--- config.mk ---
export PLATFORM = sky130hd
export DESIGN_NAME = box_filter_top
export DESIGN_NICKNAME = d
export VERILOG_FILES = /design/src/box_pkg.sv /design/src/frame_mem.sv /design/src/mem_arbiter.sv /design/src/pixel_loader.sv /design/src/row_controller.sv /design/src/row_window_sum.sv /design/src/box_filter_top.sv
export VERILOG_INCLUDE_DIRS = /design/src /design/src/src
export SDC_FILE = /design/constraint.sdc
export NUM_CORES = 1
export LEC_CHECK = 0
export ABC_AREA = 1
export ABC_CLOCK_PERIOD_IN_PS = 4300
export BUFFER_PORTS_ARGS = -buffer_cell sky130_fd_sc_hd__buf_2
export CORE_ASPECT_RATIO = 0.8
export CORE_MARGIN = 5
export CORE_UTILIZATION = 30
export CTS_BUF_LIST = sky130_fd_sc_hd__clkbuf_2 sky130_fd_sc_hd__clkbuf_4 sky130_fd_sc_hd__clkbuf_8
export DETAILED_ROUTE_END_ITERATION = 16
export HOLD_SLACK_MARGIN = 0.03
export PLACE_DENSITY_LB_ADDON = 0.05
export SLEW_MARGIN = 10
export SYNTH_ARGS = -nofsm -noshare
export SYNTH_HDL_FRONTEND = slang
export SYNTH_SLANG_ARGS = --single-unit
export TNS_END_PERCENT = 50
--- constraint.sdc ---
create_clock -name clk -period 4.3 [get_ports clk]
set_input_delay 0.215 -clock clk [delete_from_list [all_inputs] [get_ports clk]]
set_output_delay 0.215 -clock clk [all_outputs]
set_load 0.03 [all_outputs]
--- src/box_config.svh ---
`ifndef BOX_CONFIG_SVH
`define BOX_CONFIG_SVH

// frame geometry
// pixels per row
`define BOX_COLS 16
// rows per frame
`define BOX_ROWS 4

// horizontal window width in pixels
`define BOX_WIN 12

// pixel and sum word widths
`define BOX_PIX_W 8
// 12 full-scale pixels fit in 12 bits
`define BOX_SUM_W 12

// settle cycles spent in start before the first row
`define BOX_START_WAIT 3

`endif

--- src/box_pkg.sv ---
`include "box_config.svh"

package box_pkg;

  // address field widths
  localparam int COL_W = $clog2(`BOX_COLS);
  localparam int ROW_W = $clog2(`BOX_ROWS);
  // row counters must also hold the full row count
  localparam int ROW_CW = $clog2(`BOX_ROWS + 1);
  // bank bit on top of row and column
  localparam int ADDR_W = 1 + ROW_W + COL_W;

  typedef logic [`BOX_PIX_W-1:0] pix_t;
  typedef logic [`BOX_SUM_W-1:0] sum_t;

  // bank, then row, then column
  typedef struct packed {
    logic             bank;
    logic [ROW_W-1:0] row;
    logic [COL_W-1:0] col;
  } addr_t;

  // one memory access, shared by loader, reader, arbiter and ram
  typedef struct packed {
    logic  req;
    logic  we;
    addr_t addr;
    pix_t  data;
  } mem_req_t;

  // what to do with a pixel when its read data comes back
  typedef struct packed {
    logic strobe;
    logic ld;
    logic add;
    logic cum;
  } rd_tag_t;

  // row controller states
  typedef enum logic [2:0] {
    ST_IDLE,
    ST_START,
    ST_START_ROW,
    ST_SUM_FILL,
    ST_CUM_OUT,
    ST_FINISH_ALL,
    ST_DONE
  } ctrl_state_e;

endpackage

--- src/frame_mem.sv ---
`timescale 1ns/1ps

module frame_mem
  import box_pkg::*;
(
  input  logic     clk,
  input  mem_req_t i_req,
  output pix_t     o_rdata
);

  // two banks, each one whole frame
  localparam int DEPTH = 2 ** ADDR_W;

  // pixel storage
  pix_t mem [DEPTH];

  // read data register
  pix_t rdata_q;

  // single port
  // a write takes the cycle, no read data
  always_ff @(posedge clk) begin
    if (i_req.req && i_req.we) begin
      mem[i_req.addr] <= i_req.data;
    end
  end

  // one cycle read latency
  // holds last value when not reading
  always_ff @(posedge clk) begin
    if (i_req.req && !i_req.we) begin
      rdata_q <= mem[i_req.addr];
    end
  end

  // valid qualification comes from the arbiter
  assign o_rdata = rdata_q;

endmodule

--- src/mem_arbiter.sv ---
`timescale 1ns/1ps

module mem_arbiter
  import box_pkg::*;
(
  input  logic     clk,
  input  logic     rst_n,
  input  mem_req_t i_ld_req,
  input  mem_req_t i_rd_req,
  output mem_req_t o_mem_req,
  output logic     o_rd_stall,
  output logic     o_rd_valid
);

  // reader got the port this cycle
  logic rd_grant;
  // marks the cycle read data comes back
  logic rd_valid_q;

  // loader always first
  // input pixels are never refused
  always_comb begin
    if (i_ld_req.req) begin
      o_mem_req = i_ld_req;
    end else begin
      o_mem_req = i_rd_req;
    end
  end

  // reader loses only against a live loader request
  assign o_rd_stall = i_rd_req.req && i_ld_req.req;

  // reader gets the port only when the loader is idle
  assign rd_grant = i_rd_req.req && !i_ld_req.req;

  // delayed grant
  // lines up with ram read latency
  always_ff @(posedge clk) begin
    if (!rst_n) begin
      rd_valid_q <= 1'b0;
    end else begin
      rd_valid_q <= rd_grant;
    end
  end

  assign o_rd_valid = rd_valid_q;

  // a blocked read must be retried as-is, else a pixel is lost
  a_rd_held : assert property (
    @(posedge clk) disable iff (!rst_n)
    (i_rd_req.req && o_rd_stall) |=> (i_rd_req == $past(i_rd_req))
  );

endmodule

--- src/pixel_loader.sv ---
`timescale 1ns/1ps
`include "box_config.svh"

module pixel_loader
  import box_pkg::*;
(
  input  logic     clk,
  input  logic     rst_n,
  input  logic     i_pix_valid,
  input  pix_t     i_pix_data,
  input  logic     i_frame_end,
  output mem_req_t o_req,
  output logic     o_frame_ready,
  output logic     o_ready_bank
);

  // write bank, flips each frame
  logic              bank_q;
  // wide enough to reach BOX_ROWS after the last pixel
  logic [ROW_CW-1:0] row_q;
  logic [COL_W-1:0]  col_q;

  // write goes out in the same cycle as the pixel
  always_comb begin
    o_req.req       = i_pix_valid;
    o_req.we        = 1'b1;
    o_req.addr.bank = bank_q;
    o_req.addr.row  = row_q[ROW_W-1:0];
    o_req.addr.col  = col_q;
    o_req.data      = i_pix_data;
  end

  // row-major position counters
  always_ff @(posedge clk) begin
    if (!rst_n) begin
      bank_q <= 1'b0;
      row_q  <= '0;
      col_q  <= '0;
    end else if (i_frame_end) begin
      // frame end wins, a coinciding pixel was written above
      bank_q <= ~bank_q;
      row_q  <= '0;
      col_q  <= '0;
    end else if (i_pix_valid) begin
      if (int'(col_q) == `BOX_COLS - 1) begin
        col_q <= '0;
        row_q <= row_q + 1'b1;
      end else begin
        col_q <= col_q + 1'b1;
      end
    end
  end

  // hand the filled bank to the reader side
  assign o_frame_ready = i_frame_end;
  assign o_ready_bank  = bank_q;

  // frame end only after a full frame, counting a last pixel in the same cycle
  a_full_frame : assert property (
    @(posedge clk) disable iff (!rst_n)
    i_frame_end |-> (i_pix_valid ?
      (int'(row_q) == `BOX_ROWS - 1 && int'(col_q) == `BOX_COLS - 1) :
      (int'(row_q) == `BOX_ROWS && col_q == '0))
  );

endmodule

--- src/row_controller.sv ---
`timescale 1ns/1ps
`include "box_config.svh"

module row_controller
  import box_pkg::*;
#(
  parameter int COLS = `BOX_COLS
) (
  input  logic                       clk,
  input  logic                       rst_n,
  input  logic                       i_frame_ready,
  input  logic                       i_stall,
  input  logic                       i_start_gt_wait,
  input  logic [$clog2(COLS+1)-1:0]  i_counter,
  input  logic                       i_row_eq_max,
  output logic                       o_start_en,
  output logic                       o_ld_en,
  output logic                       o_count_en,
  output logic                       o_sum_en,
  output logic                       o_cum_en,
  output logic                       o_out_strobe,
  output logic                       o_progress_done
);

  ctrl_state_e state_q, state_d, prev_q;

  // ungated moore outputs
  logic start_raw, ld_raw, count_raw, sum_raw, cum_raw, strobe_raw, done_raw;

  // state and previous state freeze while the reader is stalled
  always_ff @(posedge clk) begin
    if (!rst_n) begin
      state_q <= ST_IDLE;
      prev_q  <= ST_IDLE;
    end else if (!i_stall) begin
      state_q <= state_d;
      prev_q  <= state_q;
    end
  end

  // next state
  always_comb begin
    state_d = state_q;
    case (state_q)
      ST_IDLE: begin
        if (i_frame_ready) state_d = ST_START;
      end
      ST_START: begin
        if (i_row_eq_max) state_d = ST_FINISH_ALL;
        else if (i_start_gt_wait) state_d = ST_START_ROW;
      end
      ST_START_ROW: begin
        state_d = i_row_eq_max ? ST_FINISH_ALL : ST_SUM_FILL;
      end
      ST_SUM_FILL: begin
        // window filled once column WIN-1 is issued
        if (i_row_eq_max) state_d = ST_FINISH_ALL;
        else if (int'(i_counter) > `BOX_WIN - 2) state_d = ST_CUM_OUT;
      end
      ST_CUM_OUT: begin
        // last column of the row issued
        if (i_row_eq_max) state_d = ST_FINISH_ALL;
        else if (int'(i_counter) > COLS - 2) state_d = ST_START_ROW;
      end
      ST_FINISH_ALL: state_d = ST_DONE;
      ST_DONE: begin
        // back to idle, or straight on when the next frame is already ready
        state_d = i_frame_ready ? ST_START : ST_IDLE;
      end
      default: state_d = ST_IDLE;
    endcase
  end

  // enables per state
  always_comb begin
    start_raw  = 1'b0;
    ld_raw     = 1'b0;
    count_raw  = 1'b0;
    sum_raw    = 1'b0;
    cum_raw    = 1'b0;
    strobe_raw = 1'b0;
    done_raw   = 1'b0;
    case (state_q)
      ST_START: start_raw = 1'b1;
      ST_START_ROW: begin
        count_raw = 1'b1;
        ld_raw    = 1'b1;
        // closes the window of the row just finished
        strobe_raw = (prev_q == ST_CUM_OUT);
      end
      ST_SUM_FILL: begin
        count_raw = 1'b1;
        sum_raw   = 1'b1;
      end
      ST_CUM_OUT: begin
        count_raw  = 1'b1;
        sum_raw    = 1'b1;
        cum_raw    = 1'b1;
        strobe_raw = 1'b1;
      end
      ST_FINISH_ALL: done_raw = 1'b1;
      default: ;
    endcase
  end

  // nothing moves during a stall
  assign o_start_en      = start_raw & ~i_stall;
  assign o_ld_en         = ld_raw & ~i_stall;
  assign o_count_en      = count_raw & ~i_stall;
  assign o_sum_en        = sum_raw & ~i_stall;
  assign o_cum_en        = cum_raw & ~i_stall;
  assign o_out_strobe    = strobe_raw & ~i_stall;
  assign o_progress_done = done_raw & ~i_stall;

  a_state_legal : assert property (
    @(posedge clk) disable iff (!rst_n)
    state_q inside {ST_IDLE, ST_START, ST_START_ROW, ST_SUM_FILL,
                    ST_CUM_OUT, ST_FINISH_ALL, ST_DONE}
  );

  // a new frame must not land on a bank still being filtered
  a_no_overrun : assert property (
    @(posedge clk) disable iff (!rst_n)
    i_frame_ready |-> (state_q inside {ST_IDLE, ST_DONE})
  );

endmodule

--- src/row_window_sum.sv ---
`timescale 1ns/1ps
`include "box_config.svh"

module row_window_sum
  import box_pkg::*;
#(
  parameter int COLS = `BOX_COLS
) (
  input  logic                      clk,
  input  logic                      rst_n,
  input  logic                      i_start_en,
  input  logic                      i_ld_en,
  input  logic                      i_count_en,
  input  logic                      i_sum_en,
  input  logic                      i_cum_en,
  input  logic                      i_out_strobe,
  input  logic                      i_frame_ready,
  input  logic                      i_bank,
  input  logic                      i_rd_valid,
  input  pix_t                      i_rdata,
  output mem_req_t                  o_req,
  output logic                      o_start_gt_wait,
  output logic [$clog2(COLS+1)-1:0] o_counter,
  output logic                      o_row_eq_max,
  output sum_t                      o_sum,
  output logic                      o_sum_valid
);

  localparam int CNT_W = $clog2(COLS + 1);
  localparam int SET_W = $clog2(`BOX_START_WAIT + 1);

  logic              bank_q;
  logic [SET_W-1:0]  settle_q;
  logic [CNT_W-1:0]  col_q;
  // column addressed this cycle
  // row start is always column 0
  logic [CNT_W-1:0]  col_issue;
  // row addressed this cycle
  logic [ROW_W-1:0]  row_issue;
  // rows started, and rows whose last window went out
  logic [ROW_CW-1:0] rd_row_q;
  logic [ROW_CW-1:0] rows_done_q;
  // closing strobe of the last row already issued
  logic              last_q;
  logic              issue;
  // pending read and its tag, then the tag of the read in flight
  mem_req_t          req_q;
  rd_tag_t           req_tag_q;
  rd_tag_t           fly_tag_q;
  sum_t              sum_q;
  sum_t              leave;
  // newest pixel at index 0
  pix_t              win_sr [`BOX_WIN];
  sum_t              sum_q_out;
  logic              sum_valid_q;

  assign col_issue = i_ld_en ? '0 : col_q;

  // a load reads the row it starts
  // later reads stay one behind the rows started
  assign row_issue = i_ld_en ? rd_row_q[ROW_W-1:0] : rd_row_q[ROW_W-1:0] - 1'b1;

  // after the last row only the closing strobe still needs a slot
  assign issue = i_count_en && (i_ld_en || !last_q);

  // control state
  always_ff @(posedge clk) begin
    if (!rst_n) begin
      bank_q      <= 1'b0;
      settle_q    <= '0;
      col_q       <= '0;
      rd_row_q    <= '0;
      rows_done_q <= '0;
      last_q      <= 1'b0;
      req_q.req   <= 1'b0;
      sum_valid_q <= 1'b0;
    end else begin
      if (i_frame_ready) begin
        // latch the bank that was just filled
        bank_q      <= i_bank;
        settle_q    <= '0;
        rd_row_q    <= '0;
        rows_done_q <= '0;
        last_q      <= 1'b0;
      end else begin
        if (i_start_en && int'(settle_q) < `BOX_START_WAIT) begin
          settle_q <= settle_q + 1'b1;
        end
        if (i_ld_en && int'(rd_row_q) < `BOX_ROWS) begin
          rd_row_q <= rd_row_q + 1'b1;
        end
        // load after the last row only closes its final window
        if (i_ld_en && int'(rd_row_q) == `BOX_ROWS) begin
          last_q <= 1'b1;
        end
        // end-of-row window leaves the block
        if (i_rd_valid && fly_tag_q.strobe && fly_tag_q.ld) begin
          rows_done_q <= rows_done_q + 1'b1;
        end
      end
      if (i_count_en) begin
        col_q <= col_issue + 1'b1;
        // count_en only comes unstalled, so a pending read was granted now
        req_q.req <= issue;
      end
      sum_valid_q <= i_rd_valid && fly_tag_q.strobe;
    end
  end

  // request payload and tags
  always_ff @(posedge clk) begin
    if (i_count_en) begin
      req_q.we        <= 1'b0;
      req_q.addr.bank <= bank_q;
      req_q.addr.row  <= row_issue;
      req_q.addr.col  <= col_issue[COL_W-1:0];
      req_q.data      <= '0;
      req_tag_q       <= '{strobe: i_out_strobe, ld: i_ld_en, add: i_sum_en, cum: i_cum_en};
      fly_tag_q       <= req_tag_q;
    end
  end

  // pixel leaving the window
  assign leave = fly_tag_q.cum ? sum_t'(win_sr[`BOX_WIN-1]) : '0;

  // running sum, in read order
  always_ff @(posedge clk) begin
    if (i_rd_valid) begin
      // strobe shows the window before this pixel joins
      if (fly_tag_q.strobe) begin
        sum_q_out <= sum_q;
      end
      if (fly_tag_q.ld) begin
        sum_q <= sum_t'(i_rdata);
      end else if (fly_tag_q.add) begin
        sum_q <= sum_q + sum_t'(i_rdata) - leave;
      end
      win_sr[0] <= i_rdata;
      for (int i = 1; i < `BOX_WIN; i++) begin
        win_sr[i] <= win_sr[i-1];
      end
    end
  end

  assign o_req           = req_q;
  assign o_start_gt_wait = int'(settle_q) >= `BOX_START_WAIT - 1;
  assign o_counter       = col_q;
  // true only once the final window is out
  assign o_row_eq_max    = int'(rows_done_q) == `BOX_ROWS;
  assign o_sum           = sum_q_out;
  assign o_sum_valid     = sum_valid_q;

endmodule

--- src/box_filter_top.sv ---
`timescale 1ns/1ps
`include "box_config.svh"

module box_filter_top
  import box_pkg::*;
(
  input  logic clk,
  input  logic rst_n,
  input  logic i_pix_valid,
  input  pix_t i_pix_data,
  input  logic i_frame_end,
  output sum_t o_sum,
  output logic o_sum_valid,
  output logic o_frame_done
);

  localparam int CNT_W = $clog2(`BOX_COLS + 1);

  // memory side
  mem_req_t ld_req;
  mem_req_t rd_req;
  mem_req_t mem_req;
  pix_t     rdata;
  logic     rd_stall;
  logic     rd_valid;

  // frame hand-off
  logic frame_ready;
  logic ready_bank;

  // controller enables
  logic start_en, ld_en, count_en, sum_en, cum_en, out_strobe;

  // status back to the controller
  logic             start_gt_wait;
  logic [CNT_W-1:0] counter;
  logic             row_eq_max;

  // stream into the write bank
  pixel_loader u_pixel_loader (
    .clk           (clk),
    .rst_n         (rst_n),
    .i_pix_valid   (i_pix_valid),
    .i_pix_data    (i_pix_data),
    .i_frame_end   (i_frame_end),
    .o_req         (ld_req),
    .o_frame_ready (frame_ready),
    .o_ready_bank  (ready_bank)
  );

  // reader and window sum
  row_window_sum u_row_window_sum (
    .clk             (clk),
    .rst_n           (rst_n),
    .i_start_en      (start_en),
    .i_ld_en         (ld_en),
    .i_count_en      (count_en),
    .i_sum_en        (sum_en),
    .i_cum_en        (cum_en),
    .i_out_strobe    (out_strobe),
    .i_frame_ready   (frame_ready),
    .i_bank          (ready_bank),
    .i_rd_valid      (rd_valid),
    .i_rdata         (rdata),
    .o_req           (rd_req),
    .o_start_gt_wait (start_gt_wait),
    .o_counter       (counter),
    .o_row_eq_max    (row_eq_max),
    .o_sum           (o_sum),
    .o_sum_valid     (o_sum_valid)
  );

  // loader first
  mem_arbiter u_mem_arbiter (
    .clk        (clk),
    .rst_n      (rst_n),
    .i_ld_req   (ld_req),
    .i_rd_req   (rd_req),
    .o_mem_req  (mem_req),
    .o_rd_stall (rd_stall),
    .o_rd_valid (rd_valid)
  );

  frame_mem u_frame_mem (
    .clk     (clk),
    .i_req   (mem_req),
    .o_rdata (rdata)
  );

  row_controller u_row_controller (
    .clk             (clk),
    .rst_n           (rst_n),
    .i_frame_ready   (frame_ready),
    .i_stall         (rd_stall),
    .i_start_gt_wait (start_gt_wait),
    .i_counter       (counter),
    .i_row_eq_max    (row_eq_max),
    .o_start_en      (start_en),
    .o_ld_en         (ld_en),
    .o_count_en      (count_en),
    .o_sum_en        (sum_en),
    .o_cum_en        (cum_en),
    .o_out_strobe    (out_strobe),
    .o_progress_done (o_frame_done)
  );

endmodule

# Word-level counts from Yosys, hierarchy flattened

Memories as Yosys holds them, arrays and structs flattened. A register that Yosys moved wholly into a read port is not among the register bits.
Cells that the tools add are included.

Register bits: 71
Bits in writable memories: 1,120
Bits of input ports: 12
Output and inout bits: 14
Word-level logic and storage cells: 119
Memories: 2

Add/subtract/negate cells: 9
Magnitude comparators: 5
Equality and inequality tests: 14
Mux-type cells: 28
Bitwise gates (word level): 10
Reductions and logical operators: 23

Memories:

| memory                  | depth | bits a word | read ports | clocked after memory_dff | write ports | RTL line             | text |
|---|---|---|---|---|---|---|---|
| u_frame_mem.mem         | 128   | 8           | 1          | 1                        | 1           | frame_mem.sv:15      | `pix_t mem [DEPTH];` |
| u_row_window_sum.win_sr | 12    | 8           | 12         | 0                        | 12          | row_window_sum.sv:53 | `` pix_t win_sr [`BOX_WIN]; `` |

Operators by type and width:

| operator              | count |
|---|---|
| $mux W3               | 8 |
| $pmux W3 S7           | 1 |
| $eq A3 B3 Y1 const B  | 6 |
| $mux W17              | 1 |
| $mux W8               | 2 |
| $add A12 B8 Y12       | 1 |
| $mux W12              | 1 |
| $sub A12 B12 Y12      | 1 |
| $mux W1               | 11 |
| $gt A5 B4 Y1 const B  | 2 |
| $logic_and A1 B1 Y1   | 10 |
| $add A3 B1 Y3 const B | 3 |
| $and A1 B1 Y1         | 7 |
| $eq A3 B2 Y1 const B  | 2 |
| $ne A3 B1 Y1 const B  | 2 |
| $reduce_and A2 Y1     | 3 |
| $add A5 B1 Y5 const B | 1 |
| $mux W5               | 1 |
| $reduce_and A5 Y1     | 1 |
| $add A4 B1 Y4 const B | 1 |
| $eq A4 B1 Y1 const B  | 1 |
| $mux W4               | 1 |
| $reduce_or A2 Y1      | 2 |
| $eq A3 B1 Y1 const B  | 1 |
| 15 further kinds      | 19 |

# Logic depth before layout (Yosys ltp)

Depth in word-level cells: 5
Mapped depth: 17

# Cells and area by module

From an unflattened synthesis, not the netlist that was laid out.

Cells, all modules: 5,041
Area total of the unflattened synthesis: 51,002.7 um2

By module, submodules not included:

| module         | times used | cells each | area each (um2) |
|---|---|---|---|
| frame_mem      | 1          | 4,393      | 43,853.3 |
| row_window_sum | 1          | 452        | 5,979.5 |
| row_controller | 1          | 81         | 493.0 |
| pixel_loader   | 1          | 57         | 409.1 |
| mem_arbiter    | 1          | 58         | 267.8 |

# Worst setup path after synthesis

Ideal clock, no wire load.

Path type: flip-flop to flip-flop
Start point: register u_mem_arbiter.rd_valid_q, in the netlist u_mem_arbiter.o_rd_valid
End point: register u_row_window_sum.sum_q_out[0], in the netlist u_row_window_sum.o_sum[0] (enable)
Setup time: 349 ps
Data arrival time: 3,092 ps
Data required time: 3,951 ps
Setup slack: 858 ps
Cell stages (with the launch flop): 3
Path buffers: 0
Period minus slack after synthesis: 3,442 ps
Cell sequence: dfxtp_1 > nand2_1 > inv_1

Cells in the longest elaborated chain, start to end: 1

RTL lines:

| element                     | RTL line              | text |
|---|---|---|
| from (decl)                 | mem_arbiter.sv:18     | `logic rd_valid_q;` |
| from (signal assigned)      | mem_arbiter.sv:42     | `rd_valid_q <= rd_grant;` |
| $reduce_and A2 Y1 (no line) | --                    |  |
| to (signal assigned)        | row_window_sum.sv:131 | `sum_q_out <= sum_q;` |
| to (decl)                   | row_window_sum.sv:54  | `sum_t sum_q_out;` |

Every way passes these cells.
A chain may end at the register's enable or synchronous reset.

# Final worst setup path

Start point: register u_row_window_sum.req_q, in the netlist u_row_window_sum.o_req[8]
End point: register u_frame_mem.rdata_q[1], in the netlist u_frame_mem.o_rdata[1] (read register of u_frame_mem.mem) (data pin)

Cells in the longest elaborated chain, start to end: 1

RTL lines:

| element     | RTL line             | text |
|---|---|---|
| from (decl) | row_window_sum.sv:47 | `mem_req_t req_q;` |
| $mux W17    | mem_arbiter.sv:23    | `if (i_ld_req.req) begin` |
| to (decl)   | frame_mem.sv:18      | `pix_t rdata_q;` |

Every way passes these cells.

==> results.md <==
- Vias: 33153
- Pint: ~20 mW
- Combinational share of power: 0.180
- Die H: about 380 um
- CP Max Fanout: 57
- Period utilization: 0.799
- Post-synthesis net count: around 4700
- Total track usage: 0.180
- Fin crit period: 3.44 ns
- Dpl hpwl: about 95 mm
- Sequential power share: 0.466
- Initial DRC count: 2610
- Worst slew pin tran: around 1.1 ns
- Port buffer count: 25
- Synth top area cells: edfxtp_1 (68%), nand2_1 (8.1%), inv_1 (6.0%)
- CP Launch Type: flip-flop
- Rel. slew slack: 0.231
- FP Rows: between 100 and 150
- Sink Count: 1198
- RSZ-0062 raised after global routing: no
- Psw: 8.93 mW
- Worst Hold Launch: rst_n
- Setup-failing EPs final: 0
- Core area: 171000 um^2
- Top delay family on crit path: simple AND/OR/NAND/NOR gates
- Critical Path, Cell by Cell: nand2_8 -> nand2_8 -> inv_6 -> buf_12 -> nand2_1 -> nand3_1 -> nand2_1 -> o21ai_1 -> nand2_1 -> nor2_1 -> nor2_1 -> nor2_1 -> nand2_1
- Layout cells sized above 1: 0.105
- Yosys warning total: 0
- CTS tree: built
- Largest net degree at the start of global routing: 133
- Clock power share: 0.354
- GP Congestion: 0.773
- Postcts setup bufs: 0
- Hold Path Cell Cnt: 4
- Slew Viols, Final: 0
- Netlist cell types: 35
- Max Clock Skew: 0.0481 ns
- Post-synth top area share: 0.681
- Crit. End Element: flip-flop
- Area Growth Syn to Fin: 14.2%
- WP depth: 13
- Final Hold Vio Count: 0
- First-pass GRT wire length: around 240 mm
- Post_cts resized: 0
- Switch share: 0.312
- Max_cap viols: 0
- Mapped Area: 51500 um^2
- Pwr/cell area: 487 nW/um^2
- Launching point of the worst reg2reg path: u_row_window_sum.o_req[8]
- Routed length per instance: 22.5 um
- Yosys reg bits: 1198
- Antenna violations before repair: 7
- CP max stage cell: edfxtp_1
- Vias per inst: ~4.5
- Chip Width: 473 um
- Router iterations before antenna repair: 5
- ANT nets after route: 0
- H-tree levels: 4
- Worst vdd ir: 0.333 mV
- Min Hold Slack: around 0.18 ns
- Status: complete, no violations
- Detailed-route DRC error count: 0
- Reg2Reg Capture Point: u_frame_mem.o_rdata[1]
- Total power: 28.6 mW
- Max Clk Rate: 0.291 GHz
- Starting density of the core: 0.301
- Avg Cell Area, Syn: 10.9 um^2
- R2R cell count: 13
- Die area: 180000 um^2
- Cell accounting for the most synthesized area: edfxtp_1
- Core Util, Final: 0.343
- Register area share after synthesis: 0.693
- Worst-Skew Late Latency: 0.93 ns
- Lkg Pwr: 23.4 nW
- Most numerous cell on the critical path: nand2_1
- Max Buffers Root-to-Sink: 3
- Worst Hold End: u_row_window_sum.o_counter[4]
- CP Data Required Time: 5.00 ns
- Hold Path Class: input port to flip-flop
- Root Driver: clkbuf_8
- Reg2reg setup slack: 0.86 ns
- Setup CP Type: flip-flop to flip-flop
- Setup tns final: 0 ns
- Worst-path clk slew: approximately 0.070 ns
- CP peak stage delay: 0.47 ns
- Vias in the first global route: 32123
- Crit path buffers/inverters: 2
- Routed wire length: 164 mm
- Mapped Cells: 4706
- Global route overflow: 0
- CTS Buf Count: 206
- Layout Nets: 4888
- Ports: 26
- WP data arrival: 4.13 ns
## stage by stage
step,std cells,cell area [um^2],worst slack (ns)
after CTS,7277,58800,0.865
after global placement,6905,54800,0.488
final,7287,58800,0.863
after detailed placement,6905,54800,0.520
after floorplan,4706,51500,0.858
after global routing,7283,58800,0.678
## layout make-up
class / instances / area, um^2
antenna: 10 / 25.0
clock buffer: 299 / 3570
clock inverter: 61 / 297
fill: 17459 / 112000
inverter: 826 / 3150
multi-input combinational: 2455 / 11800
sequential: 1198 / 35700
tap: 2277 / 2850
timing repair buffer: 161 / 1400
## metal layers
layer | global-route usage | share of wire
met3 | 0.0345 | 0.048
met1 | 0.269 | 0.50
met5 | 0 | 0.000079
met4 | 0.0488 | 0.023
met2 | 0.266 | 0.43
## worst reg2reg max path, stage by stage, from the launching register on
cell	delay, ns
edfxtp_1	0.47
nand2_8	0.24
nand2_8	0.21
inv_6	0.45
buf_12	0.35
nand2_1	0.14
nand3_1	0.10
nand2_1	0.12
o21ai_1	0.24
nand2_1	0.11
nor2_1	0.35
nor2_1	0.24
nor2_1	0.14
nand2_1	0.06
## how the worst max path moves through the flow
stage / slack [ns] / start / endpoint
final: 0.86 / u_row_window_sum.o_req[8] / u_frame_mem.o_rdata[1]
after detailed placement: 0.52 / i_pix_valid / u_frame_mem.mem[100][1]
after CTS: 0.86 / u_row_window_sum.o_req[8] / u_frame_mem.o_rdata[1]
after global placement: 0.49 / i_pix_valid / u_frame_mem.mem[100][4]
after global routing: 0.68 / u_row_window_sum.o_req[8] / u_frame_mem.o_rdata[1]
after floorplan: 0.86 / u_mem_arbiter.o_rd_valid / u_row_window_sum.o_sum[0]
## power by group through the flow
stage	Clock (mW)	Sequential, mW	Combinational (mW)
detailed placement	0	13.6	5.24
finish	10.1	13.3	5.17
CTS	10.5	13.3	5.26
global placement	0	13.6	5.26
global route	11.1	13.4	5.70
floorplan	0	13.5	3.02
## timing repair
item / CTS / global route
endpoints found under the hold margin: 431 / 0
hold buffers: 12 / 0
setup endpoints to repair: 0 / 0
## sequential cells by signal, summed over array words and instances (netlist names), 2 cells and up
signal / flops
u_frame_mem.mem: 1024
u_frame_mem.o_rdata: 8
u_pixel_loader.col_q: 4
u_pixel_loader.row_q: 2
u_row_controller.prev_q: 3
u_row_controller.state_q: 3
u_row_window_sum.fly_tag_q: 4
u_row_window_sum.o_counter: 5
u_row_window_sum.o_req: 8
u_row_window_sum.o_sum: 12
u_row_window_sum.rd_row_q: 3
u_row_window_sum.req_tag_q: 4
u_row_window_sum.rows_done_q: 3
u_row_window_sum.settle_q: 2
u_row_window_sum.sum_q: 12
u_row_window_sum.win_sr: 96
## kinds of logic after synthesis
| group | count (synthesis) | synth area share |
|---|---|---|
| AND/OR/NAND/NOR | 2251 | 0.201 |
| adder cells (fa/ha/maj) | 28 | 0.00798 |
| flip-flops | 1198 | 0.693 |
| XOR/XNOR | 4 | 0.000681 |
| AO/OA/AOI/OAI | 172 | 0.0179 |
| buffers and inverters | 1053 | 0.0795 |
## synth_stat cells
library cell,count
edfxtp_1,1167
nand2_1,1116
inv_1,821
nand3_1,523
nand3b_1,271
nor2_1,244
buf_2,111
clkbuf_1,107
o21ai_1,85
nand4_1,42
o21ai_0,34
a21oi_1,31
dfxtp_1,31
or2_2,27
ha_1,20
nor3_1,20
o211ai_1,10
buf_1,9
fa_1,8
xor2_1,4
clkinv_1,3
nor4_1,3
a211oi_1,2
and3_1,2
inv_2,2
nand2_2,2
o21a_1,2
o22ai_1,2
a31o_2,1
a31oi_1,1
nor2_2,1
o2111ai_1,1
o221a_2,1
o221ai_1,1
o31ai_1,1
## cell usage in the layout (no fill, tap or decap), drive strengths merged, types with 2 or more instances in the layout
cell / count
a211oi: 2
a21oi: 31
and3: 2
buf: 149
clkbuf: 299
clkinv: 55
clkinvlp: 4
dfxtp: 31
diode: 10
dlygate4sd3: 12
edfxtp: 1167
fa: 8
ha: 20
inv: 828
nand2: 1118
nand3: 523
nand3b: 271
nand4: 42
nor2: 245
nor3: 20
nor4: 3
o211ai: 10
o21a: 2
o21ai: 119
o22ai: 2
or2: 27
xor2: 4
No activity file was read; power rests on OpenSTA's default activity.
